===== src/otp_lci_pkg.sv =====
package otp_lci_pkg;

  ////////////////////
  // Word geometry
  ////////////////////

  // One native OTP word
  localparam int OtpWidth     = 16;
  // Words in the macro and the matching word address width
  localparam int OtpDepth     = 32;
  localparam int OtpAddrWidth = 5;

  ////////////////////
  // Life cycle field
  ////////////////////

  // Field is burned one native word at a time
  localparam int LcNumWords  = 4;
  localparam int LcDataWidth = LcNumWords * OtpWidth;
  // First word address of the field, so it covers words 8 to 11
  localparam int LcOffset    = 8;
  // Word counter inside the interface
  localparam int LcCntWidth  = $clog2(LcNumWords);
  localparam int LcLastWord  = LcNumWords - 1;

  ////////////////////
  // Macro timing
  ////////////////////

  // Cycles from the granted cycle to the response strobe
  localparam int OtpLatency     = 2;
  localparam int OtpLatCntWidth = $clog2(OtpLatency + 1);

  ////////////////////
  // Types
  ////////////////////

  // Macro command
  typedef enum logic {
    Read  = 1'b0,
    Write = 1'b1
  } otp_cmd_e;

  // Error codes returned by the macro and held by the interface
  typedef enum logic [1:0] {
    NoError              = 2'h0,
    MacroError           = 2'h1,
    MacroWriteBlankError = 2'h2,
    FsmStateError        = 2'h3
  } otp_err_e;

  // Life cycle interface FSM, only used inside otp_lci
  typedef enum logic [2:0] {
    ResetSt     = 3'h0,
    IdleSt      = 3'h1,
    WriteSt     = 3'h2,
    WriteWaitSt = 3'h3,
    ErrorSt     = 3'h4
  } lci_state_e;

endpackage


===== src/otp_lci.sv =====
module otp_lci (
  input  logic                                clk_i,
  input  logic                                rst_ni,
  // Enable level, leaves the reset state
  input  logic                                lci_en_i,
  // Escalation level, forces the terminal error state
  input  logic                                escalate_en_i,
  // Transition request, held until ack
  input  logic                                lc_req_i,
  input  logic [otp_lci_pkg::LcDataWidth-1:0] lc_data_i,
  output logic                                lc_ack_o,
  output logic                                lc_err_o,
  // Status
  output otp_lci_pkg::otp_err_e               error_o,
  output logic                                fsm_err_o,
  output logic                                lci_idle_o,
  // Macro request side
  output logic                                otp_req_o,
  output otp_lci_pkg::otp_cmd_e               otp_cmd_o,
  output logic [otp_lci_pkg::OtpAddrWidth-1:0] otp_addr_o,
  output logic [otp_lci_pkg::OtpWidth-1:0]    otp_wdata_o,
  input  logic                                otp_gnt_i,
  input  logic                                otp_rvalid_i,
  input  otp_lci_pkg::otp_err_e               otp_err_i
);

  import otp_lci_pkg::*;

  lci_state_e state_d, state_q;
  otp_err_e   error_d, error_q;

  // Word counter controls
  logic                  cnt_clr;
  logic                  cnt_en;
  logic [LcCntWidth-1:0] cnt_q;

  // Field viewed as an array of native words
  logic [LcNumWords-1:0][OtpWidth-1:0] lc_words;

  assign error_o = error_q;

  ////////////////////
  // FSM
  ////////////////////

  always_comb begin
    state_d    = state_q;
    error_d    = error_q;
    cnt_clr    = 1'b0;
    cnt_en     = 1'b0;
    lci_idle_o = 1'b0;
    otp_req_o  = 1'b0;
    otp_cmd_o  = Read;
    lc_ack_o   = 1'b0;
    lc_err_o   = 1'b0;
    fsm_err_o  = 1'b0;

    unique case (state_q)
      // Hold off until the interface is enabled
      ResetSt: begin
        if (lci_en_i) begin
          state_d = IdleSt;
        end
      end
      // Ready for a transition request
      IdleSt: begin
        lci_idle_o = 1'b1;
        if (lc_req_i) begin
          state_d = WriteSt;
          cnt_clr = 1'b1;
        end
      end
      // Request the current word, stay here while the grant is withheld
      WriteSt: begin
        otp_req_o = 1'b1;
        otp_cmd_o = Write;
        if (otp_gnt_i) begin
          state_d = WriteWaitSt;
        end
      end
      // Wait for the macro response of the current word
      WriteWaitSt: begin
        if (otp_rvalid_i) begin
          // Latest nonzero code wins, remaining words are still burned
          if (otp_err_i != NoError) begin
            error_d = otp_err_i;
          end
          if (cnt_q == LcCntWidth'(LcLastWord)) begin
            lc_ack_o = 1'b1;
            state_d  = IdleSt;
            // Any collected error locks the interface
            if (error_d != NoError) begin
              lc_err_o = 1'b1;
              state_d  = ErrorSt;
            end
          end else begin
            cnt_en  = 1'b1;
            state_d = WriteSt;
          end
        end
      end
      // Terminal, requests stay low
      ErrorSt: begin
        if (error_q == NoError) begin
          error_d = FsmStateError;
        end
      end
      // Invalid encoding
      default: begin
        state_d   = ErrorSt;
        fsm_err_o = 1'b1;
      end
    endcase

    // Escalation overrides everything from any state
    if (escalate_en_i) begin
      state_d = ErrorSt;
      if (error_d == NoError) begin
        error_d = FsmStateError;
      end
    end
  end

  ////////////////////
  // Address and data
  ////////////////////

  // Word address is the field offset plus the counter
  assign otp_addr_o = OtpAddrWidth'(LcOffset) + OtpAddrWidth'(cnt_q);

  assign lc_words = lc_data_i;
  // Only present data while a request is out
  assign otp_wdata_o = otp_req_o ? lc_words[cnt_q] : '0;

  ////////////////////
  // Registers
  ////////////////////

  always_ff @(posedge clk_i or negedge rst_ni) begin
    if (!rst_ni) begin
      state_q <= ResetSt;
      error_q <= NoError;
      cnt_q   <= '0;
    end else begin
      state_q <= state_d;
      error_q <= error_d;
      if (cnt_clr) begin
        cnt_q <= '0;
      end else if (cnt_en) begin
        cnt_q <= cnt_q + 1'b1;
      end
    end
  end

endmodule


===== src/otp_arb.sv =====
module otp_arb (
  input  logic                                 clk_i,
  input  logic                                 rst_ni,
  // Life cycle interface requester
  input  logic                                 lci_req_i,
  input  otp_lci_pkg::otp_cmd_e                lci_cmd_i,
  input  logic [otp_lci_pkg::OtpAddrWidth-1:0] lci_addr_i,
  input  logic [otp_lci_pkg::OtpWidth-1:0]     lci_wdata_i,
  output logic                                 lci_gnt_o,
  output logic                                 lci_rvalid_o,
  output otp_lci_pkg::otp_err_e                lci_err_o,
  // External read port
  input  logic                                 rd_req_i,
  input  logic [otp_lci_pkg::OtpAddrWidth-1:0] rd_addr_i,
  output logic                                 rd_gnt_o,
  output logic                                 rd_valid_o,
  output logic [otp_lci_pkg::OtpWidth-1:0]     rd_data_o,
  output otp_lci_pkg::otp_err_e                rd_err_o,
  // Macro side
  output logic                                 otp_req_o,
  output otp_lci_pkg::otp_cmd_e                otp_cmd_o,
  output logic [otp_lci_pkg::OtpAddrWidth-1:0] otp_addr_o,
  output logic [otp_lci_pkg::OtpWidth-1:0]     otp_wdata_o,
  input  logic                                 otp_gnt_i,
  input  logic                                 otp_rvalid_i,
  input  logic [otp_lci_pkg::OtpWidth-1:0]     otp_rdata_i,
  input  otp_lci_pkg::otp_err_e                otp_err_i
);

  import otp_lci_pkg::*;

  // Read port has fixed priority
  logic sel_rd;
  // Owner of the outstanding command, high for the read port
  logic owner_rd_q;

  assign sel_rd = rd_req_i;

  ////////////////////
  // Request mux
  ////////////////////

  assign otp_req_o   = rd_req_i | lci_req_i;
  // Reads never carry write data
  assign otp_cmd_o   = sel_rd ? Read : lci_cmd_i;
  assign otp_addr_o  = sel_rd ? rd_addr_i : lci_addr_i;
  assign otp_wdata_o = sel_rd ? '0 : lci_wdata_i;

  // Grant only reaches the selected requester
  assign rd_gnt_o  = otp_gnt_i & sel_rd;
  assign lci_gnt_o = otp_gnt_i & ~sel_rd & lci_req_i;

  ////////////////////
  // Response steering
  ////////////////////

  assign rd_valid_o   = otp_rvalid_i & owner_rd_q;
  assign rd_data_o    = owner_rd_q ? otp_rdata_i : '0;
  assign rd_err_o     = owner_rd_q ? otp_err_i : NoError;
  assign lci_rvalid_o = otp_rvalid_i & ~owner_rd_q;
  assign lci_err_o    = owner_rd_q ? NoError : otp_err_i;

  // Owner is captured on grant and holds until the next one
  always_ff @(posedge clk_i or negedge rst_ni) begin
    if (!rst_ni) begin
      owner_rd_q <= 1'b0;
    end else if (otp_gnt_i) begin
      owner_rd_q <= sel_rd;
    end
  end

endmodule


===== src/otp_macro_model.sv =====
module otp_macro_model (
  input  logic                                 clk_i,
  input  logic                                 rst_ni,
  // Command side
  input  logic                                 req_i,
  input  otp_lci_pkg::otp_cmd_e                cmd_i,
  input  logic [otp_lci_pkg::OtpAddrWidth-1:0] addr_i,
  input  logic [otp_lci_pkg::OtpWidth-1:0]     wdata_i,
  output logic                                 gnt_o,
  // Response side
  output logic                                 rvalid_o,
  output logic [otp_lci_pkg::OtpWidth-1:0]     rdata_o,
  output otp_lci_pkg::otp_err_e                err_o
);

  import otp_lci_pkg::*;

  // Fuse array
  logic [OtpWidth-1:0] mem_q [OtpDepth];

  // One command in flight
  logic                      pend_q;
  logic [OtpLatCntWidth-1:0] lat_cnt_q;

  // Response payload
  logic [OtpWidth-1:0] rdata_d, rdata_q;
  otp_err_e            err_d, err_q;

  // Command decode
  logic                addr_ok;
  logic                blank_fail;
  logic [OtpWidth-1:0] cur_word;

  ////////////////////
  // Handshake
  ////////////////////

  assign gnt_o    = req_i & ~pend_q;
  // Response leaves once the latency counter has run down
  assign rvalid_o = pend_q & (lat_cnt_q == '0);
  assign rdata_o  = rdata_q;
  assign err_o    = err_q;

  ////////////////////
  // Command decode
  ////////////////////

  assign addr_ok  = int'(addr_i) < OtpDepth;
  assign cur_word = mem_q[addr_i];
  // A zero in the data where the fuse is already blown cannot be written
  assign blank_fail = |(cur_word & ~wdata_i);

  always_comb begin
    rdata_d = '0;
    err_d   = NoError;
    if (!addr_ok) begin
      err_d = MacroError;
    end else if (cmd_i == Read) begin
      rdata_d = cur_word;
    end else if (blank_fail) begin
      err_d = MacroWriteBlankError;
    end
  end

  ////////////////////
  // Registers
  ////////////////////

  always_ff @(posedge clk_i or negedge rst_ni) begin
    if (!rst_ni) begin
      pend_q    <= 1'b0;
      lat_cnt_q <= '0;
      for (int i = 0; i < OtpDepth; i++) begin
        mem_q[i] <= '0;
      end
    end else begin
      if (gnt_o) begin
        pend_q    <= 1'b1;
        lat_cnt_q <= OtpLatCntWidth'(OtpLatency - 1);
        // Fuses only ever get set
        if (addr_ok && cmd_i == Write && !blank_fail) begin
          mem_q[addr_i] <= cur_word | wdata_i;
        end
      end else if (rvalid_o) begin
        pend_q <= 1'b0;
      end else if (pend_q) begin
        lat_cnt_q <= lat_cnt_q - 1'b1;
      end
    end
  end

  // Payload is captured at grant and held until the next one
  always_ff @(posedge clk_i) begin
    if (gnt_o) begin
      rdata_q <= rdata_d;
      err_q   <= err_d;
    end
  end

endmodule


===== src/otp_lci_top.sv =====
module otp_lci_top (
  input  logic                                 clk_i,
  input  logic                                 rst_ni,
  // Life cycle side
  input  logic                                 lci_en_i,
  input  logic                                 escalate_en_i,
  input  logic                                 lc_req_i,
  input  logic [otp_lci_pkg::LcDataWidth-1:0]  lc_data_i,
  output logic                                 lc_ack_o,
  output logic                                 lc_err_o,
  output otp_lci_pkg::otp_err_e                error_o,
  output logic                                 fsm_err_o,
  output logic                                 lci_idle_o,
  // Read side
  input  logic                                 rd_req_i,
  input  logic [otp_lci_pkg::OtpAddrWidth-1:0] rd_addr_i,
  output logic                                 rd_gnt_o,
  output logic                                 rd_valid_o,
  output logic [otp_lci_pkg::OtpWidth-1:0]     rd_data_o,
  output otp_lci_pkg::otp_err_e                rd_err_o
);

  import otp_lci_pkg::*;

  // Interface to arbiter
  logic                    lci_req, lci_gnt, lci_rvalid;
  otp_cmd_e                lci_cmd;
  logic [OtpAddrWidth-1:0] lci_addr;
  logic [OtpWidth-1:0]     lci_wdata;
  otp_err_e                lci_err;

  // Arbiter to macro
  logic                    otp_req, otp_gnt, otp_rvalid;
  otp_cmd_e                otp_cmd;
  logic [OtpAddrWidth-1:0] otp_addr;
  logic [OtpWidth-1:0]     otp_wdata, otp_rdata;
  otp_err_e                otp_err;

  otp_lci i_lci (
    .clk_i, .rst_ni, .lci_en_i, .escalate_en_i, .lc_req_i, .lc_data_i,
    .lc_ack_o, .lc_err_o, .error_o, .fsm_err_o, .lci_idle_o,
    .otp_req_o(lci_req), .otp_cmd_o(lci_cmd), .otp_addr_o(lci_addr),
    .otp_wdata_o(lci_wdata), .otp_gnt_i(lci_gnt), .otp_rvalid_i(lci_rvalid),
    .otp_err_i(lci_err)
  );

  otp_arb i_arb (
    .clk_i, .rst_ni,
    .lci_req_i(lci_req), .lci_cmd_i(lci_cmd), .lci_addr_i(lci_addr),
    .lci_wdata_i(lci_wdata), .lci_gnt_o(lci_gnt), .lci_rvalid_o(lci_rvalid),
    .lci_err_o(lci_err),
    .rd_req_i, .rd_addr_i, .rd_gnt_o, .rd_valid_o, .rd_data_o, .rd_err_o,
    .otp_req_o(otp_req), .otp_cmd_o(otp_cmd), .otp_addr_o(otp_addr),
    .otp_wdata_o(otp_wdata), .otp_gnt_i(otp_gnt), .otp_rvalid_i(otp_rvalid),
    .otp_rdata_i(otp_rdata), .otp_err_i(otp_err)
  );

  otp_macro_model i_macro (
    .clk_i, .rst_ni,
    .req_i(otp_req), .cmd_i(otp_cmd), .addr_i(otp_addr), .wdata_i(otp_wdata),
    .gnt_o(otp_gnt), .rvalid_o(otp_rvalid), .rdata_o(otp_rdata), .err_o(otp_err)
  );

endmodule


===== config.mk =====
export PLATFORM = sky130hd
export DESIGN_NAME = otp_lci_top
export DESIGN_NICKNAME = d
export VERILOG_FILES = /design/src/otp_lci_pkg.sv /design/src/otp_lci.sv /design/src/otp_arb.sv /design/src/otp_macro_model.sv /design/src/otp_lci_top.sv
export SDC_FILE = /design/constraint.sdc
export NUM_CORES = 1
export LEC_CHECK = 0
export BUFFER_PORTS_ARGS = -buffer_cell sky130_fd_sc_hd__buf_2
export CORE_MARGIN = 3
export CORE_UTILIZATION = 54
export CTS_BUF_LIST = sky130_fd_sc_hd__clkbuf_4
export DETAILED_ROUTE_END_ITERATION = 6
export PLACE_DENSITY = 0.73
export SYNTH_ARGS = -nofsm -noshare
export SYNTH_HDL_FRONTEND = slang
export SYNTH_SLANG_ARGS = --single-unit
export TNS_END_PERCENT = 5

===== constraint.sdc =====
create_clock -name clk_i -period 5.1 [get_ports clk_i]
set_clock_uncertainty 0.15 [all_clocks]
set_input_delay 0 -clock clk_i [delete_from_list [all_inputs] [get_ports clk_i]]
set_output_delay 0 -clock clk_i [all_outputs]
set_load 0.05 [all_outputs]

# Word-level counts from Yosys, hierarchy flattened
# Cells that the tools add are included.
# totals
register_bits	541
in_bits	75
out_inout_bits	26
elab_cells	143
# classes
addsub	3
magnitude_cmp	3
eq_ne	11
muxes	54
bitwise	15
n_reduce_logical	17
# op_table
op	n
512-bit bitwise mux	1
16-bit 2-to-1 mux	7
16-bit binary-select mux with 5-bit select	1
16-bit demux with 5-bit select	1
16-bit binary-select mux with 2-bit select	1
2-bit 2-to-1 mux	15
3-bit 2-to-1 mux	7
1-bit 2-to-1 mux	18
16-bit AND	1
16-bit inverter	1
16-bit bitwise OR	1
16-bit OR reduction	1
3-bit case mux with 5 select lines	1
2-bit nonzero test	5
1-bit AND	7
3-bit by 2-bit == test with 1-bit output, second input constant	2
6-bit >= comparator, second input constant	1
2-bit logical NOT	3
6-bit by 1-bit < comparator with 1-bit output, second input constant	1
3-bit by 2-bit != test with 1-bit output, second input constant	2
3-bit != test, second input constant	2
5-bit inverter with 6-bit output	1
4-bit by 2-bit adder with 5-bit output, first input constant	1
5-bit 2-to-1 mux	1
other kinds (17)	21

# Depth between registers and ports, before layout
# Gate-level depths: netlist of run 1.
# depth
word_depth	11
ltp_mapped	15
ltp_nobuf	9

# By module
# A second synthesis of run 1 with hierarchy kept.
# hier_totals
hier_cells	1862
hier_area_um2	26614.3
# modules_own_cells
mod	instances	cells_per_inst	area_per_inst_um2	seq_area_each_um2
otp_macro_model	1	1703	25122.8	13397.8
otp_lci	1	105	1093.5	175.2
otp_arb	1	54	397.9	25.0

# Worst setup path after synthesis of run 1
# Ideal clock, no wire load.
# synth_timing
kind	reg-to-reg
from	register i_lci.cnt_q[0]
to	register i_macro.mem_q[357] (netlist name)
setup_ns	0.125
t_arrival_ns	3.502
t_required_ns	4.825
slack_ns	1.323
path_stages_with_launch	13
n_path_buf	3
period_less_slack_ns	3.777
cell_sequence	dfrtp_1 -> buf_2 -> and3b_1 -> buf_2 -> o21ai_1 -> a41oi_1 -> or4_1 -> or4_1 -> a22oi_1 -> nand2_2 -> nor4b_4 -> buf_6 -> mux2_4
# synth_via
elab_chain_cells	11
word_cells_on_any_way	23
classes_between	add/sub: 1; order compare: 2; mux: 11; bitwise: 4; reduce/logical: 5
# synth_lines
element	line	text
start, declared	otp_lci.sv:35	logic [LcCntWidth-1:0] cnt_q;
start signal, assigned	otp_lci.sv:150	cnt_q <= cnt_q + 1'b1;
4-bit by 2-bit adder with 5-bit output	otp_lci.sv:129	assign otp_addr_o = OtpAddrWidth'(LcOffset) + OtpAddrWidth'(cnt_q);
5-bit 2-to-1 mux	otp_arb.sv:46	assign otp_addr_o = sel_rd ? rd_addr_i : lci_addr_i;
5-bit inverter with 6-bit output (implied by the code)	otp_macro_model.sv:49, otp_macro_model.sv:82	
16-bit binary-select mux with 5-bit select	otp_macro_model.sv:49	assign cur_word = mem_q[addr_i];
16-bit 2-to-1 mux (implied by the code) (2 in series)	otp_macro_model.sv:49	
16-bit AND	otp_macro_model.sv:51	assign blank_fail = |(cur_word & ~wdata_i);
16-bit OR reduction	otp_macro_model.sv:51	
1-bit logical NOT	otp_macro_model.sv:81	if (addr_ok && cmd_i == Write && !blank_fail) begin
1-bit logical AND	otp_macro_model.sv:81	
2-bit AND reduction (no line)	n/a	
end signal, assigned by index	otp_macro_model.sv:82	mem_q[addr_i] <= cur_word | wdata_i;
end, declared	otp_macro_model.sv:19	logic [OtpWidth-1:0] mem_q [OtpDepth];
# Parallel ways exist; a longest one is shown, timed or not. The select of a mux whose other input is x is not followed.
# A chain may end at the register's enable or synchronous reset.

# Worst setup path in the final report of run 1
# layout_timing
from	register i_lci.cnt_q[1]
to	register i_macro.mem_q[353] (netlist name)
# Same word-level chain as after synthesis.

==> results of run 1 <==
-- routing by layer --
metal | part of all wire, % | GRT usage (%) | vias up
met5 | 0.025 | 0 | -
met1 | 43 | 34.93 | 6368
met4 | 2.4 | 8.383 | 2
met2 | 45 | 35.28 | 657
li1 | - | - | 5854
met3 | 9.5 | 7.476 | 100
-- worst min-delay path, cell delays in order --
cell	delay (ns)
buf_2	0.28
nand4_1	0.15
nand3_1	0.13
o211ai_1	0.21
and2_1	0.19
-- power groups by stage --
stage	Sequential (mW)	Clock (mW)	Combinational, mW
floorplan	4.45	0	0.401
global placement	4.47	0	0.642
detailed placement	4.47	0	0.656
CTS	4.39	3.51	0.696
global route	4.39	3.75	0.744
finish	4.39	3.43	0.694
-- worst paths after layout --
| path | slack, ns | from | cells past startpoint | to |
|---|---|---|---|---|
| setup / recovery | 0.27 | i_lci.cnt_q[1] | 12 | i_macro.mem_q[353] |
| hold / removal | 0.14 | rd_addr_i[2] | 5 | i_macro.rdata_o[1] |
| setup reg to reg | 0.27 | i_lci.cnt_q[1] | 12 | i_macro.mem_q[353] |
| max in group asynchronous | 3.77 | rst_ni | 4 | i_macro.mem_q[48] |
| min in group asynchronous | 0.25 | rst_ni | 4 | i_macro.lat_cnt_q[0] |
| hold reg to reg | 0.22 | i_macro.mem_q[391] | 0 | i_macro.mem_q[391] |
-- cells by family after synthesis --
logic type                 synth area share (%)
other                                   0.01691
DFF                                       61.31
muxes                                     12.34
xor gates and xnor gates                0.07899
adders and majority gates                0.1128
buffers and inverters                     9.935
AOI/OAI and AO/OA                         9.004
and+or+nand+nor                           7.204
-- layout make-up --
cell class              count  area (um2)
repair buffers            206        1519
well taps                 525       656.9
clock buffers             183        1374
fillers                  3102       16370
multi-input cells         788        6415
flip-flops and latches    540       13600
inverters                  11       41.29
diodes                      3       7.507
clock inverters            32       203.9
-- flip-flops by register name, indices dropped and copies added, names as in the netlist --
| signal | flops |
|---|---|
| i_lci.cnt_q | 2 |
| i_macro.rdata_o | 16 |
| i_arb.owner_rd_q | 1 |
| i_macro.pend_q | 1 |
| i_lci.error_o | 2 |
| i_macro.lat_cnt_q | 2 |
| i_macro.mem_q | 512 |
| i_macro.err_o | 1 |
| i_lci.state_q | 3 |
-- cells in the final DEF, fill, tap and decap left out, types with 5 or more instances in the layout --
cell / n
a21oi_1: 47
mux4_2: 37
nor3_1: 8
a2111oi_0: 6
nand3_1: 16
a41oi_1: 6
and2_1: 32
or3_1: 8
a22o_1: 11
a22oi_1: 38
a222oi_1: 8
nor4_1: 13
clkinvlp_4: 5
inv_1: 10
o21a_1: 5
mux2_2: 27
nor2b_1: 9
nand4_1: 13
nand2_1: 103
and3_1: 5
clkinv_1: 18
o211ai_1: 10
buf_4: 54
buf_2: 98
edfxtp_1: 17
o22ai_1: 41
o32ai_1: 5
a221oi_1: 7
dlygate4sd3_1: 46
buf_12: 6
o21ai_0: 66
mux2i_1: 101
dfrtp_1: 522
clkbuf_4: 183
nor2_1: 29
nand2b_1: 16
mux2_4: 37
-- repair_timing --
action | in CTS | in global routing
hold buffers | 47 | 0
endpoints found under the setup margin | 0 | 0
endpoints found under the hold margin | 547 | 0
-- Yosys cell counts, types with 11 or more instances --
cell type	count
o21ai_0	66
dfrtp_1	523
a21oi_1	47
nor2_1	29
mux2i_1	101
nand3_1	16
clkbuf_1	483
a22oi_1	38
o22ai_1	41
mux2_2	28
edfxtp_1	17
mux2_4	36
nand2_1	103
nand2b_1	16
buf_6	15
a22o_1	11
mux4_2	37
nor4_1	13
and2_1	32
buf_2	21
nand4_1	13
-- through the flow --
| stage | worst slack, ns | cells | cell area, um2 |
|---|---|---|---|
| final | 0.2712 | 2288 | 23820 |
| after global routing | 0.2928 | 2287 | 23810 |
| after CTS | 0.3933 | 2285 | 23810 |
| after detailed placement | 0.4328 | 2023 | 21740 |
| after global placement | 0.4119 | 2023 | 21740 |
| after floorplan | 1.323 | 1872 | 22180 |
==> metrics.txt, run 1 <==
status finished, final reports clean; synth warn 0; RSZ-0062 raised after global routing no; total power 8.513 mW; Max FO, Critical Path 37; overflow left after global routing 0; mean area per synthesized cell 11.85 um2; Seq cells post-synth 540; Yosys top cell area share 59.01%; crit-path cells buf_4 > mux2i_4 > buf_12 > mux2i_1 > o22ai_1 > nor4_1 > mux2i_1 > a22oi_1 > nand2_2 > nor4b_4 > buf_4 > mux2_2; max-slew violations 0; Vias/cell 5.674; Longest Clk Path Bufs 3; Syn Std Cell Area 0.02218 mm2; Hold WC Path Type in -> reg; root cell of the clock tree clkbuf_4; All-Layer GR Usage 24.20%; Crit. End Element flip-flop; EDFF count, synth 17; ys flop type dfrtp_1; Worst Hold Slack 0.1363 ns; Avg WL per Cell 22.78 um; final net count 1755; die height 208.7 um; Initial DRC Count 1327; FP Rows 73; critical path's slowest cell nor4_1; # DRC 0; data required time at the worst endpoint 5.62 ns; clk slew on worst S/H paths 0.07 ns; type of origin of the critical path flip-flop; pwr dens 357.5 mW/mm2; P_leak 11.48 nW; I/O Buffers 99; Layout area overhead 7.385%; initial antenna violation count 4; asr flop ratio synth 96.85%; Worst EP arrival 5.34 ns; CTS tree built; I/O Pins 101; CORE AREA 0.04019 mm2; Setup TNS 0 ns; Fin. Hold Viols 0; Gate Count Post-Synth 1872; largest net degree at the start of global routing 144; delay-heaviest family, CP multiplexers; TritonCTS buffer count 131; final core occ 59.26%; Switch Pwr 2.181 mW; RD Place Congestion 0.8917; Sw Share 25.62%; vias in the first global route 14130; Highest Clock Rate 207.1 MHz; post-synth cell types 76; Comb power frac 8.2%; Max Cap Violations 0; Setup Crit Path Kind reg -> reg; post_cts resized 0; Die Footprint 0.04354 mm2; synth top area cells dfrtp_1 (59%), clkbuf_1 (8.2%), mux2i_1 (4.6%); Die X 208.7 um; Total Wirelength 52.12 mm; Setup-failing EPs final 0; Worst-Skew Late Latency 0.82 ns; Worst VDD drop 149.3 uV; Internal Power 6.333 mW; postcts setup bufs 0; First-pass DRT Iterations 6; worst path bufs/invs 3; clock share of power 40.3%; via count 12980; Syn Nets 1949; max-slew headroom at the worst pin 34.30%; CTS sink count 540; Slew @ Worst Pin 0.9723 ns; sequential-to-total area share from yosys stat 61.31%; Seq pwr share 51.6%; CP max stage delay 0.74 ns; fraction of layout cells with a size suffix above 1 27.33%; first-pass GRT wire length 81.83 mm; Tcrit/Tclk final 94.68%; cell taking the most area after synthesis dfrtp_1; DP HPWL 35.41 mm; number of routed nets with antenna violations 0; Initial Util 55.19%; htree depth 4; min Tclk post-route 4.829 ns
(Power assumes the default switching activity.)
==> run 2: changes to the inputs <==
- CELL_PAD_IN_SITES_DETAIL_PLACEMENT: default -> 1
- CELL_PAD_IN_SITES_GLOBAL_PLACEMENT: default -> 1
- CORE_UTILIZATION: 54 -> 52
- PLACE_DENSITY: 0.73 -> 0.84
==> metrics.txt, run 2 (synthesized netlist as in run 1, its figures left out) <==
status finished, final reports clean; I/O Pins 101; Highest Clock Rate 198.4 MHz; max reg flops 512; RR Startpoint i_lci.cnt_q[0]; Hold WC Path Type in -> reg; DP HPWL 40.33 mm; RD Place Congestion 0.8777; die height 212.5 um; postcts setup bufs 0; clk slew on worst S/H paths 0.07 ns; clock share of power 43.0%; Sw Share 26.57%; most common cell after layout, fill and taps aside dfrtp_1; Vias/cell 5.954; Initial Util 52.76%; Worst EP arrival 5.61 ns; worst reg2reg setup slack 0.06 ns; Worst VDD drop 163.6 uV; Tcrit/Tclk final 98.85%; root cell of the clock tree clkbuf_4; Longest Clk Path Bufs 3; Hold Path Sink i_macro.rdata_o[1]; number of routed nets with antenna violations 0; Die X 212.5 um; dpl cells 2045; R2R cell count 12; CORE AREA 0.04204 mm2; max-slew headroom at the worst pin 33.33%; Crit. End Element flip-flop; final net count 1769; Fin. Hold Viols 0; min Tclk post-route 5.041 ns; largest net degree at the start of global routing 131; htree depth 4; fraction of layout cells with a size suffix above 1 27.72%; Seq pwr share 48.9%; Max FO, Critical Path 20; # DRC 0; CTS sink count 540; All-Layer GR Usage 28.51%; Setup Crit Path Kind reg -> reg; hold path start rd_addr_i[0]; Layout area overhead 8.552%; First-pass DRT Iterations 7; P_leak 11.62 nW; via count 13870; first-pass GRT wire length 96.34 mm; Switch Pwr 2.384 mW; Initial DRC Count 1214; Internal Power 6.589 mW; total power 8.974 mW; Slew @ Worst Pin 0.9896 ns; reg2reg end i_macro.mem_q[338]; Comb power frac 8.1%; overflow left after global routing 0; most frequent cells in the layout dfrtp_1 (522), clkbuf_4 (187), nand2_1 (103), mux2i_1 (101), buf_2 (98); Total Wirelength 62.65 mm; pwr dens 372.7 mW/mm2; Max Cap Violations 0; Die Footprint 0.04516 mm2; I/O Buffers 99; max-slew violations 0; Worst-Skew Late Latency 0.89 ns; Reg with most FFs i_macro.mem_q; type of origin of the critical path flip-flop; Setup-failing EPs final 0; TritonCTS buffer count 137; FP Rows 75; CTS tree built; initial antenna violation count 6; data required time at the worst endpoint 5.67 ns; Non-Filler Instances 2329; hold depth 6; vias in the first global route 15830; Avg WL per Cell 26.90 um
[run 2: changes by cell type in the layout (fill, tap and decap cells not counted), moves of 2 or more]
cell	before	now
buf_4	54	63
diode_2	3	1
clkbuf_4	183	187
bufinv_16	2	6
clkinv_4	2	0
clkinv_1	18	32
clkinv_2	2	4
[run 2: final cells by class]
cell class / count / area [um2]
inverters: 11 / 41.29
clock inverters: 49 / 361.6
multi-input cells: 788 / 6426
clock buffers: 187 / 1404
repair buffers: 214 / 1567
well taps: 539 / 674.4
fillers: 4097 / 17960
diodes: 1 / 2.502
flip-flops and latches: 540 / 13600
[run 2: through the flow]
| step | util (%) | area [um2] | hold WS (ns) | TNS, ns | setup WS [ns] |
|---|---|---|---|---|---|
| after floorplan | - | 22180 | -0.4456 | 0 | 1.323 |
| after global placement | 51.88 | 21810 | -0.02766 | 0 | 0.2521 |
| after detailed placement | 51.88 | 21810 | -0.01654 | 0 | 0.3271 |
| after CTS | 57.24 | 24060 | 0.1303 | 0 | 0.1871 |
| after global routing | 57.27 | 24080 | 0.1826 | -0.1033 | -0.01507 |
| final | 57.27 | 24080 | 0.1709 | 0 | 0.05871 |
[run 2: worst max-delay path by stage]
stage | end | startpoint | slack, ns
6_report | i_macro.mem_q[338] | i_lci.cnt_q[0] | 0.06
5_1_grt | i_macro.mem_q[383] | i_lci.cnt_q[0] | -0.02
2_1_floorplan | i_macro.mem_q[357] | i_lci.cnt_q[0] | 1.32
3_3_place_gp | i_macro.mem_q[339] | i_lci.cnt_q[0] | 0.25
4_1_cts | i_macro.mem_q[338] | i_lci.cnt_q[0] | 0.19
3_5_place_dp | i_macro.mem_q[338] | rd_addr_i[0] | 0.33
[run 2: power groups by stage]
stage,Combinational [mW],Clock (mW),Sequential [mW]
CTS,0.714,3.91,4.39
floorplan,0.401,0,4.45
finish,0.724,3.86,4.39
detailed placement,0.673,0,4.47
global route,0.770,4.18,4.39
global placement,0.650,0,4.47
[run 2: worst max-delay path: stages (launching register included)]
cell and delay, ns:
dfrtp_2 0.50, buf_4 0.30, nor3b_2 0.21, buf_4 0.19, nor2_1 0.47, nor2_1 0.15, a2111oi_0 0.71, nand4_1 0.50
a22oi_1 0.49, nand4_4 0.26, nor4_4 0.31, buf_4 0.27, mux2_2 0.36
[run 2: timing repair]
action                     in CTS  in global routing
hold buffers                   47                  0
setup endpoints to repair       0                 14
gates resized for setup         0                  1
hold endpoints to repair      597                  0
[run 2: metal layers]
metal | share of wire, % | GRT usage [%] | up-vias
met1 | 40 | 36.66 | 7000
met3 | 8.7 | 8.691 | 241
met2 | 46 | 43.92 | 721
met5 | 0.11 | 0 | -
met4 | 5.1 | 15.19 | 10
li1 | - | - | 5894
==> run 3: changes to the inputs <==
- SKIP_LAST_GASP: default -> 1
- clock period: 5.1 -> 4.9 ns (I/O delays scaled with it)
==> metrics.txt, run 3 (synthesized netlist as in run 1, its figures left out) <==
critical path's slowest cell nor4_1; I/O Pins 101; First-pass DRT Iterations 6; TritonCTS buffer count 137; worst path bufs/invs 3; Reg with most FFs i_macro.mem_q; clk slew on worst S/H paths 0.08 ns; pre-CTS setup slack 0.2602 ns; via count 14060; postcts setup bufs 0; Total Wirelength 64.48 mm; Longest Clk Path Bufs 3; number of routed nets with antenna violations 0; I/O Buffers 99; Max FO, Critical Path 26; max reg flops 512; crit-path cells nor3b_1 > buf_4 > or2_1 > buf_4 > a22oi_1 > a21oi_1 > nor4_1 > nand3_2 > a211o_1 > nor4b_4 > buf_4 > mux2_2; type of origin of the critical path flip-flop; Worst EP arrival 5.42 ns; initial antenna violation count 6; Post-DP Area 0.02185 mm2; Tcrit/Tclk final 99.18%; first-pass GRT wire length 98.28 mm; Fin. Hold Viols 0; CP max stage delay 0.74 ns; All-Layer GR Usage 29.20%; fin worst setup slack 0.04025 ns; die height 212.5 um; Initial DRC Count 1527; P_leak 11.65 nW; Slew @ Worst Pin 1.319 ns; max-slew violations 0; DP HPWL 39.58 mm; Die Footprint 0.04516 mm2; max-slew headroom at the worst pin 10.87%; total power 9.385 mW; CTS tree built; CORE AREA 0.04204 mm2; largest net degree at the start of global routing 166; Worst Hold Slack 0.2209 ns; overflow left after global routing 0; Setup TNS 0 ns; data required time at the worst endpoint 5.46 ns; Setup Crit Path Kind reg -> reg; # DRC 0; Die X 212.5 um; RD Place Congestion 0.9028; Setup-failing EPs final 0; Hold WC Path Type reg -> reg; pwr dens 388.6 mW/mm2; Final Cell Area 0.02415 mm2; Avg WL per Cell 27.63 um; final net count 1774; CTS sink count 540; Highest Clock Rate 205.8 MHz; htree depth 4; root cell of the clock tree clkbuf_4; Worst-Skew Late Latency 0.88 ns; Crit path top cell by count buf_4; vias in the first global route 15940; most frequent cells in the layout dfrtp_1 (522), clkbuf_4 (192), nand2_1 (103), mux2i_1 (101), buf_2 (98); most common cell after layout, fill and taps aside dfrtp_1; Worst VDD drop 162.1 uV; Max Cap Violations 0; min Tclk post-route 4.860 ns; Vias/cell 6.024; Crit. End Element flip-flop; delay-heaviest family, CP simple AND/OR/NAND/NOR gates; Layout area overhead 8.891%; fraction of layout cells with a size suffix above 1 27.96%; FP Rows 75; Initial Util 52.76%; status finished, final reports clean
run 3: path summary, 6_finish.rpt:
| check | startpoint | to | slack (ns) | depth (start not counted) |
|---|---|---|---|---|
| setup reg to reg | i_lci.cnt_q[1] | i_macro.mem_q[367] | 0.04 | 12 |
| hold reg to reg | i_macro.mem_q[238] | i_macro.mem_q[238] | 0.22 | 0 |
| max in group asynchronous | rst_ni | i_macro.mem_q[6] | 3.53 | 4 |
| min in group asynchronous | rst_ni | i_macro.mem_q[37] | 0.26 | 4 |
| hold / removal | i_macro.mem_q[238] | i_macro.mem_q[238] | 0.22 | 0 |
| setup / recovery | i_lci.cnt_q[1] | i_macro.mem_q[367] | 0.04 | 12 |
run 3: routing by layer:
| layer | part of all wire [%] | GRT usage (%) | vias up |
|---|---|---|---|
| li1 | - | - | 5884 |
| met1 | 40 | 37.34 | 7172 |
| met2 | 47 | 45.50 | 775 |
| met3 | 8.1 | 8.485 | 224 |
| met4 | 5.1 | 15.58 | 6 |
| met5 | 0.057 | 0 | - |
run 3: final cells by class:
cell class	count	area, um2
fill	4072	17890
sequential	540	13600
multi-input combinational	788	6429
timing repair buffer	219	1637
clock buffer	192	1441
tap	539	674.4
clock inverter	42	321.6
inverter	11	41.29
antenna	3	7.507
run 3: worst reg2reg max path, stage by stage (launching register included):
cell,delay (ns)
dfrtp_1,0.50
nor3b_1,0.20
buf_4,0.22
or2_1,0.27
buf_4,0.27
a22oi_1,0.28
a21oi_1,0.21
nor4_1,0.74
nand3_2,0.38
a211o_1,0.51
nor4b_4,0.33
buf_4,0.25
mux2_2,0.39
run 3: repair_timing:
| item | 4_1_cts | 5_1_grt |
|---|---|---|
| resized for setup | 0 | 3 |
| endpoints found under the setup margin | 0 | 60 |
| endpoints found under the hold margin | 597 | 0 |
| hold buffers | 50 | 0 |
run 3: report_power, final:
part	internal, mW	switching (mW)	total [mW]
Clock	2.12	1.92	4.05
Sequential	4.53	0.0425	4.57
Combinational	0.235	0.530	0.765
run 3: stage by stage:
stage          std cells  utilization (%)
2_1_floorplan       1872                -
3_3_place_gp        2047            51.97
3_5_place_dp        2047            51.97
4_1_cts             2331            57.40
5_1_grt             2334            57.45
6_report            2334            57.45
